`src/verilog/rv_pkg.sv`:
```
// rv32i subset only: no csr, byte/half memory ops or u-type; data ram depth must be a power of two
package rv_pkg;

  // widths and sizes
  localparam int xlen        = 32;
  localparam int reg_addr_w  = 5;
  localparam int reg_count   = 32;
  localparam int alu_op_w    = 4;
  localparam int byte_off_w  = 2;   // word aligned data accesses
  localparam int dmem_words  = 64;
  localparam int dmem_idx_w  = $clog2(dmem_words);

  localparam logic [xlen-1:0] pc_step  = 32'd4;
  localparam logic [xlen-1:0] reset_pc = 32'd0;

  // major opcodes
  localparam logic [6:0] op_rtype  = 7'b0110011;
  localparam logic [6:0] op_itype  = 7'b0010011;
  localparam logic [6:0] op_load   = 7'b0000011;
  localparam logic [6:0] op_store  = 7'b0100011;
  localparam logic [6:0] op_branch = 7'b1100011;
  localparam logic [6:0] op_jal    = 7'b1101111;
  localparam logic [6:0] op_jalr   = 7'b1100111;
  localparam logic [6:0] op_system = 7'b1110011;

  // funct3 for alu ops
  localparam logic [2:0] f3_add = 3'b000;  // add, sub, addi
  localparam logic [2:0] f3_sll = 3'b001;
  localparam logic [2:0] f3_slt = 3'b010;
  localparam logic [2:0] f3_xor = 3'b100;
  localparam logic [2:0] f3_srl = 3'b101;  // srl, sra
  localparam logic [2:0] f3_or  = 3'b110;
  localparam logic [2:0] f3_and = 3'b111;

  // funct3 for branches
  localparam logic [2:0] f3_beq = 3'b000;
  localparam logic [2:0] f3_bne = 3'b001;
  localparam logic [2:0] f3_blt = 3'b100;
  localparam logic [2:0] f3_bge = 3'b101;

  // alu operation codes, picked in decode
  localparam logic [alu_op_w-1:0] alu_add = 4'd0;
  localparam logic [alu_op_w-1:0] alu_sub = 4'd1;
  localparam logic [alu_op_w-1:0] alu_and = 4'd2;
  localparam logic [alu_op_w-1:0] alu_or  = 4'd3;
  localparam logic [alu_op_w-1:0] alu_xor = 4'd4;
  localparam logic [alu_op_w-1:0] alu_slt = 4'd5;
  localparam logic [alu_op_w-1:0] alu_sll = 4'd6;
  localparam logic [alu_op_w-1:0] alu_srl = 4'd7;
  localparam logic [alu_op_w-1:0] alu_sra = 4'd8;

  // ecall halts when a7 holds this
  localparam logic [xlen-1:0]       halt_code     = 32'd10;
  localparam logic [reg_addr_w-1:0] ecall_arg_reg = 5'd17;

  // one instruction word, two field layouts
  typedef union packed {
    struct packed {
      logic [6:0] funct7;
      logic [4:0] rs2;
      logic [4:0] rs1;
      logic [2:0] funct3;
      logic [4:0] rd;
      logic [6:0] opcode;
    } r;
    struct packed {
      logic [6:0] imm_hi;   // imm[11:5] for stores, branch bits otherwise
      logic [4:0] rs2;
      logic [4:0] rs1;
      logic [2:0] funct3;
      logic [4:0] imm_lo;   // imm[4:0] for stores
      logic [6:0] opcode;
    } s;
  } inst_t;

endpackage
```
`src/verilog/fetch_stage.sv`:
```
// predicts not-taken; redirect takes priority over stall; imem must answer in the same cycle
`timescale 1ns/1ps

module fetch_stage (
  input  logic                    clk,
  input  logic                    reset,
  input  logic                    stall,
  input  logic                    redirect,
  input  logic [rv_pkg::xlen-1:0] redirect_pc,
  input  rv_pkg::inst_t           imem_data,
  output logic [rv_pkg::xlen-1:0] imem_addr,
  output rv_pkg::inst_t           id_inst,
  output logic [rv_pkg::xlen-1:0] id_pc,
  output logic                    id_valid
);

  logic [rv_pkg::xlen-1:0] pc;

  assign imem_addr = pc;  // fetch port straight off the pc

  // pc and IF/ID valid
  always_ff @(posedge clk) begin
    if (reset) begin
      pc       <= rv_pkg::reset_pc;
      id_valid <= 1'b0;
    end else if (redirect) begin
      pc       <= redirect_pc;
      id_valid <= 1'b0;       // word in flight is on the wrong path
    end else if (!stall) begin
      pc       <= pc + rv_pkg::pc_step;
      id_valid <= 1'b1;
    end
  end

  // IF/ID payload, held during a stall
  always_ff @(posedge clk) begin
    if (!stall || redirect) begin
      id_inst <= imem_data;
      id_pc   <= pc;
    end
  end

endmodule

```
`config.mk`:
```
export PLATFORM = sky130hd
export DESIGN_NAME = fetch_stage
export DESIGN_NICKNAME = d
export VERILOG_FILES = /design/src/verilog/rv_pkg.sv /design/src/verilog/fetch_stage.sv
export SDC_FILE = /design/constraint.sdc
export NUM_CORES = 1
export LEC_CHECK = 0
export BUFFER_PORTS_ARGS = -buffer_cell sky130_fd_sc_hd__buf_2
export CORE_UTILIZATION = 47
export DETAILED_ROUTE_END_ITERATION = 10
export PLACE_DENSITY = 0.85
export SKIP_CTS_REPAIR_TIMING = 1
export SLEW_MARGIN = 10
export SYNTH_ARGS = -nofsm -noshare
export SYNTH_HDL_FRONTEND = slang
export SYNTH_SLANG_ARGS = --single-unit
```
`constraint.sdc`:
```
create_clock -name clk -period 3.4 [get_ports clk]
set_clock_uncertainty 0.05 [all_clocks]
set_input_delay 0.17 -clock clk [delete_from_list [all_inputs] [get_ports clk]]
set_output_delay 0.17 -clock clk [all_outputs]
set_load 0.1 [all_outputs]
```
# ---- Yosys cells after proc, flatten, opt, wreduce, memory -nomap -nowiden
# Index checks and enable logic that the tools add are counted.
dict set report classes {
  n_eq_ne 1
  n_addsub 1
  reduce_logical 3
  muxes 2
}
# operator count
set op_table {}
lappend op_table {{2-to-1 mux 32 bit} 2}
lappend op_table {{adder 32 x 3 -> 32 bit (second input constant)} 1}
lappend op_table {{!= test 2 x 1 -> 1 bit (second input constant)} 1}
lappend op_table {{OR reduction 2 bit} 1}
lappend op_table {{zero test 1 bit} 1}
lappend op_table {{logical OR 1 bit} 1}
dict set report totals {
  reg_bits 97
  word_cells 11
}

# ---- Depth between registers and ports, before layout
# Gate-level depths: netlist of run 1.
dict set report logic_depth {
  word_depth 3
  ltp_mapped 6
}

# ---- Worst setup path after synthesis of run 1
# Ideal clock, no wire load.
dict set report synth_timing {
  path_kind {input-to-reg}
  start {input redirect}
  end {register id_inst[0] (netlist name), enable pin}
  required_ns 2.662
  t_arrival_ns 2.134
  setup_slack_ns 0.528
  stages 5
  setup_ns 0.688
  path_cell_list {clkbuf_1 > clkinv_1 > clkbuf_1 > clkbuf_1 > nand2_1}
}
dict set report synth_between {
  elab_chain_len 1
}
# item line
set synth_rtl {}
lappend synth_rtl {{start, declared} fetch_stage.sv:8} ;# input logic redirect,
lappend synth_rtl {{logical OR 1 bit} fetch_stage.sv:37} ;# if (!stall || redirect) begin
lappend synth_rtl {{end signal, assigned} fetch_stage.sv:38} ;# id_inst <= imem_data;
lappend synth_rtl {{end, declared} fetch_stage.sv:12} ;# output rv_pkg::inst_t id_inst,
# No other way between the ends.
# A chain may end at the register's enable or synchronous reset.

# ---- Worst setup path after layout of run 1
dict set report layout_timing {
  start {register pc (netlist bit imem_addr[4])}
  end {register pc (netlist bit imem_addr[25])}
}
dict set report layout_between {
  elab_chain_len 3
}
# item line
set layout_rtl {}
lappend layout_rtl {{start, declared} fetch_stage.sv:17} ;# logic [rv_pkg::xlen-1:0] pc;
lappend layout_rtl {{start signal, assigned} fetch_stage.sv:24} ;# pc <= rv_pkg::reset_pc;
lappend layout_rtl {{start signal, assigned} fetch_stage.sv:27} ;# pc <= redirect_pc;
lappend layout_rtl {{start signal, assigned} fetch_stage.sv:30} ;# pc <= pc + rv_pkg::pc_step;
lappend layout_rtl {{adder 32 x 3 -> 32 bit} fetch_stage.sv:30}
lappend layout_rtl {{2-to-1 mux 32 bit} fetch_stage.sv:29} ;# end else if (!stall) begin
lappend layout_rtl {{2-to-1 mux 32 bit} fetch_stage.sv:26} ;# end else if (redirect) begin
# No other way between the ends. The select of a mux whose other input is x is not followed.

==> results of run 1 <==
sequential cells by signal, indices dropped and copies added (netlist names):
signal,cells
id_valid,1
id_inst,32
id_pc,32
imem_addr,32
kinds of logic after synthesis:
kind of cell / synth area share (%)
AND/OR/NAND/NOR: 15.7
flip-flops: 66.8
AO/OA/AOI/OAI: 11.7
buffers and inverters: 2.62
XOR/XNOR: 2.04
multiplexers: 0.777
adder cells (fa/ha/maj): 0.324
layer usage:
layer / vias up / routed length, um / GRT usage [%]
met5: - / 0 / 0
met4: 0 / 125 / 8.46
met1: 1610 / 4350 / 29.8
met3: 10 / 733 / 5.34
met2: 154 / 5660 / 39.1
li1: 1606 / - / -
cell type report:
type / count / area, um2 / area share [%]
flip-flops and latches: 97 / 2580 / 48.6
repair buffers: 200 / 1190 / 22.4
multi-input cells: 192 / 1180 / 22.3
clock buffers: 10 / 128 / 2.40
well taps: 102 / 128 / 2.40
clock inverters: 6 / 51.3 / 0.966
inverters: 13 / 48.8 / 0.919
critical path, cell delays in order (launching register included):
cell      delay (ns)
dfxtp_1         0.46
nand4_1         0.46
or3_1           0.60
or4_1           0.41
a311oi_1        0.30
where the power goes:
part / switching [uW] / internal [uW]
combinational: 815 / 151
clock: 411 / 278
sequential: 63.4 / 1360
cells in the final DEF, fill, tap and decap left out, types with 2 or more instances in the layout:
master,synthesis,routed
a2111oi_0,3,3
a211oi_1,10,10
a21oi_1,8,8
a311o_1,4,4
a311oi_1,7,7
a31o_2,2,2
a31oi_1,9,9
and2_1,4,4
and4_1,3,3
buf_2,0,164
clkbuf_8,0,9
clkinv_4,0,2
dfxtp_1,33,33
dlygate4sd3_1,0,34
edfxtp_1,64,64
inv_1,12,12
inv_6,0,2
mux2i_1,3,3
nand2_1,25,24
nand2b_1,2,2
nand3_1,11,11
nand4_1,9,9
nor2_1,32,32
nor3_1,9,9
nor3_2,2,2
nor4_1,7,7
o211ai_1,2,2
o21ai_0,3,3
o21bai_1,3,3
o22a_1,2,2
o31ai_1,3,3
or3_1,6,6
or4_1,3,3
xnor2_1,8,8
final timing paths:
| check | startpoint | to |
|---|---|---|
| max | imem_addr[4] | imem_addr[25] |
| max reg2reg | imem_addr[4] | imem_addr[25] |
| min reg2reg | imem_addr[0] | id_pc[0] |
| min | redirect_pc[0] | imem_addr[0] |
through the flow:
step / area (um2) / utilization [%] / total power (uW) / std cells / hold WS [ns]
floorplan: 3870 / - / 2220 / 316 / 0.219
global placement: 4790 / 61.1 / 2370 / 570 / 0.296
detailed placement: 4790 / 61.1 / 2380 / 570 / 0.299
CTS: 4970 / 63.3 / 3060 / 586 / -0.0905
global route: 5310 / 67.7 / 3170 / 620 / 0.00546
finish: 5310 / 67.7 / 3080 / 620 / -0.00520
==> out/metrics.yaml, run 1 <==
viasPerCell: 5.45
crit_required_ns: 3.62
place_congestion: 0.845
ys_ff_latch: 97
layout_setup_ws_ns: 1.03
cp_max_fo: 13
yosysSeqAreaShare_pct: 66.8
violations: "hold timing"
nFillCells: 578
rows: 32
cts-htree-levels: 3
diodes: 0
synth-edff-count: 64
syn_nets: 385
yosysWarnings: 0
nets: 582
clk_pin_slew_ns: 0.09
synth_cell_types: 44
port_buffers: 164
hpwl_um: 7090
antenna_found_initial: 0
synth_top_area_share_pct: 49.7
max_freq_mhz: 422
die_area_um2: 8590
wl_um: 10900
yosysMostFrequentCell: "edfxtp_1"
worstRegToRegCells: 4
report.final.hold_viol_count: 1
pin_count: 165
vdd_drop_max_mv: 0.289
worst_slew_pin_slew_ns: 0.774
grt_overflow: 0
grt_pass1_wl_um: 15200
remaining_drc_errors: 0
max-slew-margin-rel_pct: 48.0
die_w_um: 92.7
drtPass1Iterations: 5
die_h_um: 92.7
finalMaxSlewViolations: 0
worstPathArrival_ns: 2.59
drtIter0Drc: 179
rsz0062_at_grt: "no"
clk_path_buf_depth: 2
powerDensity_nw_per_um2: 580
start_util_pct: 49.3
drv_cap: 0
cts_tree: "built"
synth.avg_cell_area_um2: 12.2
whs_path_depth: 3
path_class: "reg -> reg"
numCtsBuffers: 9
grt_usage_pct: 23.4
ant_nets: 0
dp_slack_ns: 1.09
drive_gt1_share_pct: 36.3
synthTopCellsByCount: "edfxtp_1 (64), dfxtp_1 (33), nor2_1 (32), nand2_1 (25), clkbuf_1 (13)"
cellLeakagePower_uw: 0.00221
min_path_type: "in -> reg"
vias: 3380
core_um2: 7850
setup_violations: 0
cts-root-buf: "clkbuf_8"
worst_setup_path_start_kind: "register"
wire_per_inst_um: 17.5
synth_top_cell_by_area: "edfxtp_1"
syn-cell-area_um2: 3870
cts.sinks: 97
worst_hold_slack_ns: -0.00520
clkLatencyLatePin_ns: 0.38
endpoint_kind: "register"
synthArstFlopShare_pct: 0
area_growth_pct: 37.4
syn-instance-count: 316
tns_ns: 0
grt_pass1_vias: 3066
run_status: "finished, violations left"
synth_top_flop_cell: "edfxtp_1"
finalCritPeriodShare_pct: 69.8
r2r_slack_ns: 1.03
period_minus_slack_ns: 2.37
grt_max_degree: 57
yosys-top-cells-area: "edfxtp_1 (50%), dfxtp_1 (17%), nor2_1 (3.1%), nand2_1 (2.4%), a211oi_1 (1.9%)"
Note: power is estimated with default switching activity, not from simulation.
==> run 2, diff against run 1 <==
clock period = 2.4 ns   (was 3.4 ns; I/O delays follow)
==> out/metrics.yaml, run 2 (synthesis gave the netlist of run 1 again) <==
min_to: "imem_addr[7]"
worstPathArrival_ns: 2.20
whs_path_depth: 3
max-slew-margin-rel_pct: 45.4
vias: 3620
numCtsBuffers: 9
worst_setup_path_start_kind: "register"
crit_required_ns: 2.57
finalCritPeriodShare_pct: 84.8
drtIter0Drc: 341
drive_gt1_share_pct: 40.7
grt_usage_pct: 24.0
cp_max_fo: 7
cts-htree-levels: 3
max_freq_mhz: 492
violations: "hold timing"
final_common_cell: "buf_2"
grt_overflow: 0
port_buffers: 164
clk_path_buf_depth: 2
timing.rr.end: "imem_addr[28]"
ant_nets: 0
die_w_um: 92.7
hpwl_um: 7520
antenna_found_initial: 0
wire_per_inst_um: 18.7
cellLeakagePower_uw: 0.00227
clk_pin_slew_ns: 0.09
drv_cap: 0
die_h_um: 92.7
nets: 595
drtPass1Iterations: 5
layout_setup_ws_ns: 0.366
period_minus_slack_ns: 2.03
viasPerCell: 5.72
cp_num_buf_inv: 0
vdd_drop_max_mv: 0.411
die_area_um2: 8590
reg2reg_from: "imem_addr[2]"
crit_family: "compound AO/OA/AOI/OAI gates"
clkLatencyLatePin_ns: 0.37
powerDensity_nw_per_um2: 819
endpoint_kind: "register"
wl_um: 11800
remaining_drc_errors: 0
grt_pass1_wl_um: 15700
finalNonFillerCells: 633
run_status: "finished, violations left"
cp_cell_sequence: "ha_1, nand4b_1, nor2_1, a311oi_1, a2111oi_0"
report.final.hold_viol_count: 6
rsz0062_at_grt: "no"
cts_tree: "built"
path_class: "reg -> reg"
cts-root-buf: "clkbuf_8"
power_uw: 4480
place_congestion: 0.880
min_path_type: "in -> reg"
cts.sinks: 97
finalMaxSlewViolations: 0
min_from: "redirect_pc[7]"
cp_slowest_cell: "a2111oi_0"
worst_slew_pin_slew_ns: 0.812
diodes: 0
start_util_pct: 49.3
worstRegToRegCells: 5
rows: 32
core_um2: 7850
pin_count: 165
nFillCells: 546
dp_cells: 577
slowest_delay_ns: 0.46
tns_ns: 0
grt_max_degree: 50
area_growth_pct: 41.3
grt_pass1_vias: 3171
dp_slack_ns: 0.438
worst_hold_slack_ns: -0.0208
setup_violations: 0
r2r_slack_ns: 0.37
mostFrequentLayoutCells: "buf_2 (164), edfxtp_1 (64), dlygate4sd3_1 (40)"
run 2: layer usage:
layer  vias up  global-route usage, %  part of all wire [%]  wire, um
li1       1625                      -                     -         -
met1      1706                   29.7                    38      4530
met2       238                   40.5                    50      5870
met3        51                   5.09                   8.2       968
met4         0                   10.4                   3.8       444
met5         -                      0                     0         0
run 2: stage by stage:
stage          cell area, um2  hold slack, ns  utilization, %
3_3_place_gp             4870           0.247            62.1
6_report                 5460         -0.0208            69.6
3_5_place_dp             4870           0.249            62.1
5_1_grt                  5460        -0.00288            69.6
4_1_cts                  5060          -0.138            64.5
2_1_floorplan            3900           0.169               -
run 2: worst max-delay path by stage:
stage | from | endpoint | slack [ns] | cells after the start
after floorplan | redirect | id_inst[0] | 0.18 | 5
after global placement | imem_addr[10] | imem_addr[25] | 0.53 | 4
after detailed placement | imem_addr[8] | imem_addr[15] | 0.44 | 4
after CTS | imem_addr[2] | imem_addr[28] | 0.40 | 5
after global routing | imem_addr[2] | imem_addr[28] | 0.21 | 5
final | imem_addr[2] | imem_addr[28] | 0.37 | 5
run 2: power breakdown:
part	internal [uW]	switching, uW
combinational	226	1170
clock	484	575
sequential	1930	91.5
total	2640	1830
run 2: area by class of cell:
type | count | area (um2) | area share (%)
Clock buffer | 11 | 131 | 2.40
Clock inverter | 5 | 58.8 | 1.08
Inverter | 13 | 48.8 | 0.893
Multi-Input combinational cell | 192 | 1180 | 21.7
Sequential cell | 97 | 2610 | 47.8
Tap cell | 102 | 128 | 2.34
Timing Repair Buffer | 213 | 1300 | 23.8
run 2: worst register-to-register path, delay by kind of cell (launching register included):
family	cells	cell delay [ns]
compound gates	2	0.63
flops	1	0.39
simple gates	2	0.61
fa+ha+maj	1	0.22
