## src/verilog/rv_pkg.sv

```systemverilog
// rv32i subset only: no csr, byte/half memory ops or u-type; data ram depth must be a power of two
package rv_pkg;

  // widths and sizes
  localparam int xlen        = 32;
  localparam int reg_addr_w  = 5;
  localparam int reg_count   = 32;
  localparam int alu_op_w    = 4;
  localparam int byte_off_w  = 2;   // word aligned data accesses
  localparam int dmem_words  = 64;
  localparam int dmem_idx_w  = $clog2(dmem_words);

  localparam logic [xlen-1:0] pc_step  = 32'd4;
  localparam logic [xlen-1:0] reset_pc = 32'd0;

  // major opcodes
  localparam logic [6:0] op_rtype  = 7'b0110011;
  localparam logic [6:0] op_itype  = 7'b0010011;
  localparam logic [6:0] op_load   = 7'b0000011;
  localparam logic [6:0] op_store  = 7'b0100011;
  localparam logic [6:0] op_branch = 7'b1100011;
  localparam logic [6:0] op_jal    = 7'b1101111;
  localparam logic [6:0] op_jalr   = 7'b1100111;
  localparam logic [6:0] op_system = 7'b1110011;

  // funct3 for alu ops
  localparam logic [2:0] f3_add = 3'b000;  // add, sub, addi
  localparam logic [2:0] f3_sll = 3'b001;
  localparam logic [2:0] f3_slt = 3'b010;
  localparam logic [2:0] f3_xor = 3'b100;
  localparam logic [2:0] f3_srl = 3'b101;  // srl, sra
  localparam logic [2:0] f3_or  = 3'b110;
  localparam logic [2:0] f3_and = 3'b111;

  // funct3 for branches
  localparam logic [2:0] f3_beq = 3'b000;
  localparam logic [2:0] f3_bne = 3'b001;
  localparam logic [2:0] f3_blt = 3'b100;
  localparam logic [2:0] f3_bge = 3'b101;

  // alu operation codes, picked in decode
  localparam logic [alu_op_w-1:0] alu_add = 4'd0;
  localparam logic [alu_op_w-1:0] alu_sub = 4'd1;
  localparam logic [alu_op_w-1:0] alu_and = 4'd2;
  localparam logic [alu_op_w-1:0] alu_or  = 4'd3;
  localparam logic [alu_op_w-1:0] alu_xor = 4'd4;
  localparam logic [alu_op_w-1:0] alu_slt = 4'd5;
  localparam logic [alu_op_w-1:0] alu_sll = 4'd6;
  localparam logic [alu_op_w-1:0] alu_srl = 4'd7;
  localparam logic [alu_op_w-1:0] alu_sra = 4'd8;

  // ecall halts when a7 holds this
  localparam logic [xlen-1:0]       halt_code     = 32'd10;
  localparam logic [reg_addr_w-1:0] ecall_arg_reg = 5'd17;

  // one instruction word, two field layouts
  typedef union packed {
    struct packed {
      logic [6:0] funct7;
      logic [4:0] rs2;
      logic [4:0] rs1;
      logic [2:0] funct3;
      logic [4:0] rd;
      logic [6:0] opcode;
    } r;
    struct packed {
      logic [6:0] imm_hi;   // imm[11:5] for stores, branch bits otherwise
      logic [4:0] rs2;
      logic [4:0] rs1;
      logic [2:0] funct3;
      logic [4:0] imm_lo;   // imm[4:0] for stores
      logic [6:0] opcode;
    } s;
  } inst_t;

endpackage
```

## src/verilog/execute_stage.sv

```systemverilog
// branches and jumps resolve here; a halting ecall redirects to itself so nothing younger retires
`timescale 1ns/1ps

module execute_stage (
  input  logic                          clk,
  input  logic                          reset,
  input  logic                          ex_valid,
  input  logic [rv_pkg::xlen-1:0]       ex_pc,
  input  logic [rv_pkg::reg_addr_w-1:0] ex_rs1,
  input  logic [rv_pkg::reg_addr_w-1:0] ex_rs2,
  input  logic [rv_pkg::reg_addr_w-1:0] ex_rd,
  input  logic [rv_pkg::xlen-1:0]       ex_rs1_data,
  input  logic [rv_pkg::xlen-1:0]       ex_rs2_data,
  input  logic [rv_pkg::xlen-1:0]       ex_imm,
  input  logic [rv_pkg::alu_op_w-1:0]   ex_alu_op,
  input  logic                          ex_alu_src,
  input  logic                          ex_reg_write,
  input  logic                          ex_mem_read,
  input  logic                          ex_mem_write,
  input  logic                          ex_link,
  input  logic                          ex_is_branch,
  input  logic                          ex_is_jal,
  input  logic                          ex_is_jalr,
  input  logic                          ex_is_ecall,
  input  logic [2:0]                    ex_funct3,
  input  logic                          wb_we,
  input  logic [rv_pkg::reg_addr_w-1:0] wb_rd,
  input  logic [rv_pkg::xlen-1:0]       wb_data,
  output logic                          redirect,
  output logic [rv_pkg::xlen-1:0]       redirect_pc,
  output logic [rv_pkg::xlen-1:0]       mem_alu,
  output logic [rv_pkg::xlen-1:0]       mem_store_data,
  output logic [rv_pkg::reg_addr_w-1:0] mem_rd,
  output logic                          mem_reg_write,
  output logic                          mem_read_en,
  output logic                          mem_write_en,
  output logic                          mem_link,
  output logic [rv_pkg::xlen-1:0]       mem_pc,
  output logic                          mem_halt
);

  logic [rv_pkg::xlen-1:0] mem_fwd;        // value EX/MEM will write back
  logic [rv_pkg::xlen-1:0] op_a, op_b;     // forwarded register values
  logic [rv_pkg::xlen-1:0] alu_b, alu_y, target;
  logic cond, taken, halt;

  // a link in EX/MEM writes pc+4, not its alu value
  assign mem_fwd = mem_link ? mem_pc + rv_pkg::pc_step : mem_alu;

  // EX/MEM first, then write-back, x0 never
  always_comb begin
    if (mem_reg_write && mem_rd != '0 && mem_rd == ex_rs1)
      op_a = mem_fwd;
    else if (wb_we && wb_rd != '0 && wb_rd == ex_rs1)
      op_a = wb_data;
    else
      op_a = ex_rs1_data;
    if (mem_reg_write && mem_rd != '0 && mem_rd == ex_rs2)
      op_b = mem_fwd;
    else if (wb_we && wb_rd != '0 && wb_rd == ex_rs2)
      op_b = wb_data;
    else
      op_b = ex_rs2_data;
  end

  assign alu_b = ex_alu_src ? ex_imm : op_b;

  always_comb begin
    case (ex_alu_op)
      rv_pkg::alu_sub: alu_y = op_a - alu_b;
      rv_pkg::alu_and: alu_y = op_a & alu_b;
      rv_pkg::alu_or:  alu_y = op_a | alu_b;
      rv_pkg::alu_xor: alu_y = op_a ^ alu_b;
      rv_pkg::alu_slt: alu_y = {31'd0, $signed(op_a) < $signed(alu_b)};
      rv_pkg::alu_sll: alu_y = op_a << alu_b[4:0];
      rv_pkg::alu_srl: alu_y = op_a >> alu_b[4:0];
      rv_pkg::alu_sra: alu_y = $unsigned($signed(op_a) >>> alu_b[4:0]);
      default:         alu_y = op_a + alu_b;
    endcase
  end

  // branch compare on raw register operands
  always_comb begin
    case (ex_funct3)
      rv_pkg::f3_beq: cond = op_a == op_b;
      rv_pkg::f3_bne: cond = op_a != op_b;
      rv_pkg::f3_blt: cond = $signed(op_a) < $signed(op_b);
      rv_pkg::f3_bge: cond = $signed(op_a) >= $signed(op_b);
      default:        cond = 1'b0;
    endcase
  end

  assign taken  = ex_valid && (ex_is_jal || ex_is_jalr || (ex_is_branch && cond));
  assign halt   = ex_valid && ex_is_ecall && op_a == rv_pkg::halt_code;
  assign target = ex_is_jalr ? {alu_y[rv_pkg::xlen-1:1], 1'b0} : ex_pc + ex_imm;

  assign redirect    = taken || halt;
  assign redirect_pc = halt ? ex_pc : target;  // spin on the ecall

  // EX/MEM control
  always_ff @(posedge clk) begin
    if (reset) begin
      mem_reg_write <= 1'b0;
      mem_read_en   <= 1'b0;
      mem_write_en  <= 1'b0;
      mem_link      <= 1'b0;
      mem_halt      <= 1'b0;
    end else begin
      mem_reg_write <= ex_reg_write;
      mem_read_en   <= ex_mem_read;
      mem_write_en  <= ex_mem_write;
      mem_link      <= ex_link;
      mem_halt      <= halt;
    end
  end

  // EX/MEM payload
  always_ff @(posedge clk) begin
    mem_alu        <= alu_y;
    mem_store_data <= op_b;
    mem_rd         <= ex_rd;
    mem_pc         <= ex_pc;
  end

endmodule

```

## config.mk

```make
export PLATFORM = sky130hd
export DESIGN_NAME = execute_stage
export DESIGN_NICKNAME = d
export VERILOG_FILES = /design/src/verilog/rv_pkg.sv /design/src/verilog/execute_stage.sv
export SDC_FILE = /design/constraint.sdc
export NUM_CORES = 1
export LEC_CHECK = 0
export ABC_CLOCK_PERIOD_IN_PS = 15850
export BUFFER_PORTS_ARGS = -buffer_cell sky130_fd_sc_hd__buf_2
export CAP_MARGIN = 20
export CORE_UTILIZATION = 64
export CTS_BUF_LIST = sky130_fd_sc_hd__clkbuf_4 sky130_fd_sc_hd__clkbuf_8
export DETAILED_ROUTE_END_ITERATION = 10
export GPL_TIMING_DRIVEN = 0
export PLACE_DENSITY = 0.91
export SYNTH_ARGS = -nofsm -noshare
export SYNTH_HDL_FRONTEND = slang
export SYNTH_SLANG_ARGS = --single-unit
```

## constraint.sdc

```tcl
create_clock -name clk -period 15.85 [get_ports clk]
set_input_delay 1.585 -clock clk [delete_from_list [all_inputs] [get_ports clk]]
set_output_delay 1.585 -clock clk [all_outputs]
set_load 0.01 [all_outputs]
```

==> results of run 1 <==
[synthesized netlist by cell type (21+ instances only)]
cell type / n
nand3_1: 98
a21o_1: 41
nor2b_1: 25
o21ai_0: 196
nand2b_1: 24
nand2_1: 171
o211ai_1: 47
a31oi_1: 26
mux2i_1: 113
buf_2: 35
nor3_1: 76
inv_1: 129
and3_1: 23
dfxtp_1: 106
or2_2: 22
nand4_1: 42
xnor2_1: 46
nor2_1: 206
mux2_2: 33
nor4_1: 22
a211oi_1: 64
a221oi_1: 30
a21oi_1: 206
and2_1: 27
ha_1: 154
xor2_1: 21
clkbuf_1: 94
[kinds of logic after synthesis]
kind of cell             synth area share
AO/OA/AOI/OAI                       0.332
XOR/XNOR                           0.0333
adder cells (fa/ha/maj)             0.113
buffers and inverters              0.0738
flip-flops                          0.120
multiplexers                       0.0971
AND/OR/NAND/NOR                     0.231
[per-layer routing]
| layer | overflow | GRT usage |
|---|---|---|
| met2 | 41 | 0.871 |
| met1 | 1 | 0.736 |
| met3 | 6 | 0.609 |
| met5 | 0 | 0.357 |
| met4 | 39 | 0.690 |
[stage by stage]
step                hold WS (ns)  cells  worst slack (ns)
detailed placement         0.763   3159              5.33
global placement           0.722   3155              5.35
CTS                        0.792   3175              5.31
floorplan                  0.648   2479              7.26
==> flow_metrics.tcl, run 1 <==
set metrics [dict create \
    synth_warnings 0 \
    numPortBuffers 335 \
    cts_resized 0 \
    cts_made_buffers 9 \
    start_util 0.653 \
    synth_fp_nets 2836 \
    yosysUniqueCellTypes 98 \
    die_h_um 168 \
    syn_area_sq_um 17600 \
    cts_htree_levels 3 \
    synth-seq-area-share 0.120 \
    yosysTopAreaCellShare 0.120 \
    synth_seq_cells 106 \
    grt_pass1_vias 25200 \
    grt_pass1_wl_um 157000 \
    synth_area_leaders "dfxtp_1 (12%), ha_1 (11%), mux2i_1 (6.4%)" \
    synth_edf_count 0 \
    synth_flop_cell "dfxtp_1" \
    cts_sinks 106 \
    grtUsageTotal 0.730 \
    num_io_pins 339 \
    firstError "[ERROR GRT-0116] Global routing finished with congestion. Check the congestion regions in the DRC Viewer." \
    cts_hold_buf 0 \
    globalRoute.totalOverflow 87 \
    grt_max_degree 19 \
    row_count 60 \
    ctsLongestPathBuffers 2 \
    dp_hpwl_um 77300 \
    netlist_instances 2479 \
    gp_congestion 1.60 \
    status "did not finish" \
    dpl-instance-area_sq_um 19800 \
    post-cts-setup-buffers 0 \
    synth_largest_area_cell "dfxtp_1" \
    clockRootBuffer "clkbuf_8" \
    syn_area_per_cell_sq_um 7.12 \
    stop_stage "global routing" \
    die_w_um 168 \
    synthArstFlopShare 0 \
]
==> run 2: changes to the inputs <==
CORE_UTILIZATION = 40   (was 64)
CTS_BUF_LIST = default   (was sky130_fd_sc_hd__clkbuf_4 sky130_fd_sc_hd__clkbuf_8)
PLACE_DENSITY = default   (was 0.91)
PLACE_DENSITY_LB_ADDON = 0.15   (was default)
==> run 2 against run 1 <==
The run now ends clean. Synthesized cell count did not move. Synthesized area did not move.
==> flow_metrics.tcl, run 2 <==
set metrics [dict create \
    cts_hold_buf 0 \
    cp_common_cell "clkbuf_1" \
    syn_area_per_cell_sq_um 7.12 \
    period_needed_ns 12.40 \
    rsz0062_at_grt "no" \
    syn_area_sq_um 17600 \
    drtAntennaViolNets 0 \
    fin_worst_skew_ns 0.0186 \
    synth-seq-area-share 0.120 \
    dr_total_vias 25400 \
    globalRoute.totalOverflow 0 \
    tightest_slew_ns 1.33 \
    ctsLongestPathBuffers 2 \
    final_common_cell "buf_2" \
    dp_hpwl_um 102000 \
    status "finished, final reports clean" \
    clockRootBuffer "clkbuf_16" \
    clkTransAtPathRegs_ns 0.09 \
    start_kind "input pin" \
    grtUsageTotal 0.547 \
    critPathMaxStageDelay_ns 1.03 \
    worstPathRequired_ns 14.27 \
    synth_largest_area_cell "dfxtp_1" \
    grt_max_degree 20 \
    maxSlewViolCount 0 \
    cts_tree "built" \
    die_w_um 212 \
    synth_fp_nets 2836 \
    finalSetupViolCount 0 \
    fmax_ghz 0.0807 \
    via_per_inst 7.33 \
    die_h_um 212 \
    drtIter0Drc 4908 \
    nets 3204 \
    grt_pass1_vias 22500 \
    die_area_sq_um 44900 \
    powerDensity_nw_per_um2 79.0 \
    cts_made_buffers 9 \
    numPortBuffers 335 \
    synth_area_leaders "dfxtp_1 (12%), ha_1 (11%), mux2i_1 (6.4%)" \
    start_util 0.408 \
    final_hold_viol_count 0 \
    dr.pass1.iters 7 \
    slew_headroom 0.0902 \
    top_regs "mem_alu: 32 flops, mem_pc: 32 flops, mem_store_data: 32 flops" \
    clk_latency_ns 0.41 \
    wl_per_cell_um 36.5 \
    post-cts-setup-buffers 0 \
    drive_above_1_share 0.190 \
    yosysTopAreaCellShare 0.120 \
    cts_resized 0 \
    synth_edf_count 0 \
    synth_flop_cell "dfxtp_1" \
    cts_sinks 106 \
    path_cells "buf_2 > xor2_1 > or4b_1 > clkbuf_1 > nor2_2 > clkbuf_1 > mux2i_1 > nor2_1 > a21oi_1 > o21ai_0 > ha_1 > clkbuf_1 > nor3b_1 > nor3_1 > o32a_1 > o211ai_1 > o21a_1 > o21ai_0 > nor2_1 > a211o_1 > a221oi_1 > o221ai_1 > a21o_1 > buf_2" \
    yosysUniqueCellTypes 98 \
    synthArstFlopShare 0 \
    num_io_pins 339 \
    critPathMaxFanout 10 \
    area_delta_synth_final_pct 16.8 \
    finalSetupTns_ns 0 \
    grt_antenna_before_repair 20 \
    cp_slowest_cell "a221oi_1" \
    routed_wl_um 126000 \
    fin_cells 3462 \
    cts_htree_levels 3 \
    cp-end-kind "primary output" \
    fin_crit_sh 0.782 \
    power.leakage_nw 8.84 \
    dpl-instance-area_sq_um 20200 \
    crit_type "in2out" \
    fin_total_pwr_mw 1.63 \
    hold_path_class "reg2reg" \
    synth_common_cells "a21oi_1 (206), nor2_1 (206), o21ai_0 (196)" \
    dp_cells 3413 \
    cp.arrival_ns 10.81 \
    stdcell_area_sq_um 20600 \
    peakVddDrop_v 0.0000594 \
    netlist_instances 2479 \
    layout_common_cells "buf_2 (375), nor2_1 (206), a21oi_1 (205)" \
    synth_warnings 0 \
    grt_pass1_wl_um 171000 \
    row_count 76 \
    whs_ns 0.792 \
    maxCapViolCount 0 \
    gp_congestion 1.15 \
    route.detailed.drc 0 \
    core_sq_um 43300 \
    synth_seq_cells 106 \
]
## run 2: cell counts after synthesis
Identical to the previous run, type by type.
## run 2: critical path: cells and delay by family
| family | cells | cell delay, ns |
|---|---|---|
| fa+ha+maj | 1 | 0.39 |
| simple gates | 6 | 1.82 |
| mux | 1 | 0.32 |
| buf+inv | 5 | 1.31 |
| compound gates | 10 | 5.19 |
| xor+xnor | 1 | 0.18 |
## run 2: final timing paths
| path | from | to | slack (ns) | cells past startpoint |
|---|---|---|---|---|
| worst max register to register | mem_link | mem_alu[22] | 6.08 | 21 |
| worst min-delay path | mem_alu[14] | mem_store_data[14] | 0.79 | 3 |
| worst max-delay path | wb_rd[3] | redirect_pc[22] | 3.45 | 24 |
| worst min register to register | mem_alu[14] | mem_store_data[14] | 0.79 | 3 |
## run 2: cell type report
class	instances	area, sq um
sequential	106	2120
inverter	136	512
clock inverter	6	57.6
multi-input combinational	2071	14200
antenna	25	62.6
fill	4451	22700
clock buffer	10	239
buffer	166	790
timing repair buffer	357	1840
tap	585	732
## run 2: power breakdown
part / internal (mW) / switching (mW) / total [mW] / leakage, nW
Combinational: 0.311 / 0.732 / 1.04 / 7.81
Clock: 0.114 / 0.126 / 0.240 / 0.144
Sequential: 0.299 / 0.0451 / 0.344 / 0.893
Total: 0.724 / 0.903 / 1.63 / 8.84
## run 2: kinds of logic after synthesis
| kind of cell | share of synthesized area |
|---|---|
| compound gates | 0.332 |
| simple gates | 0.231 |
| buf+inv | 0.0738 |
| fa+ha+maj | 0.113 |
| mux | 0.0971 |
| flops | 0.120 |
| xor+xnor | 0.0333 |
## run 2: layer usage
| layer | GRT usage | routed length [um] |
|---|---|---|
| met5 | 0.0300 | 118 |
| met2 | 0.739 | 47200 |
| met3 | 0.297 | 21100 |
| met4 | 0.415 | 12200 |
| met1 | 0.637 | 45700 |
## run 2: per-stage QoR
| stage | util | worst slack [ns] |
|---|---|---|
| after floorplan | - | 7.26 |
| after global placement | 0.463 | 4.33 |
| after detailed placement | 0.466 | 4.27 |
| after CTS | 0.473 | 4.23 |
| after global routing | 0.475 | 3.55 |
| final | 0.476 | 3.45 |
(Power assumes the default switching activity.)
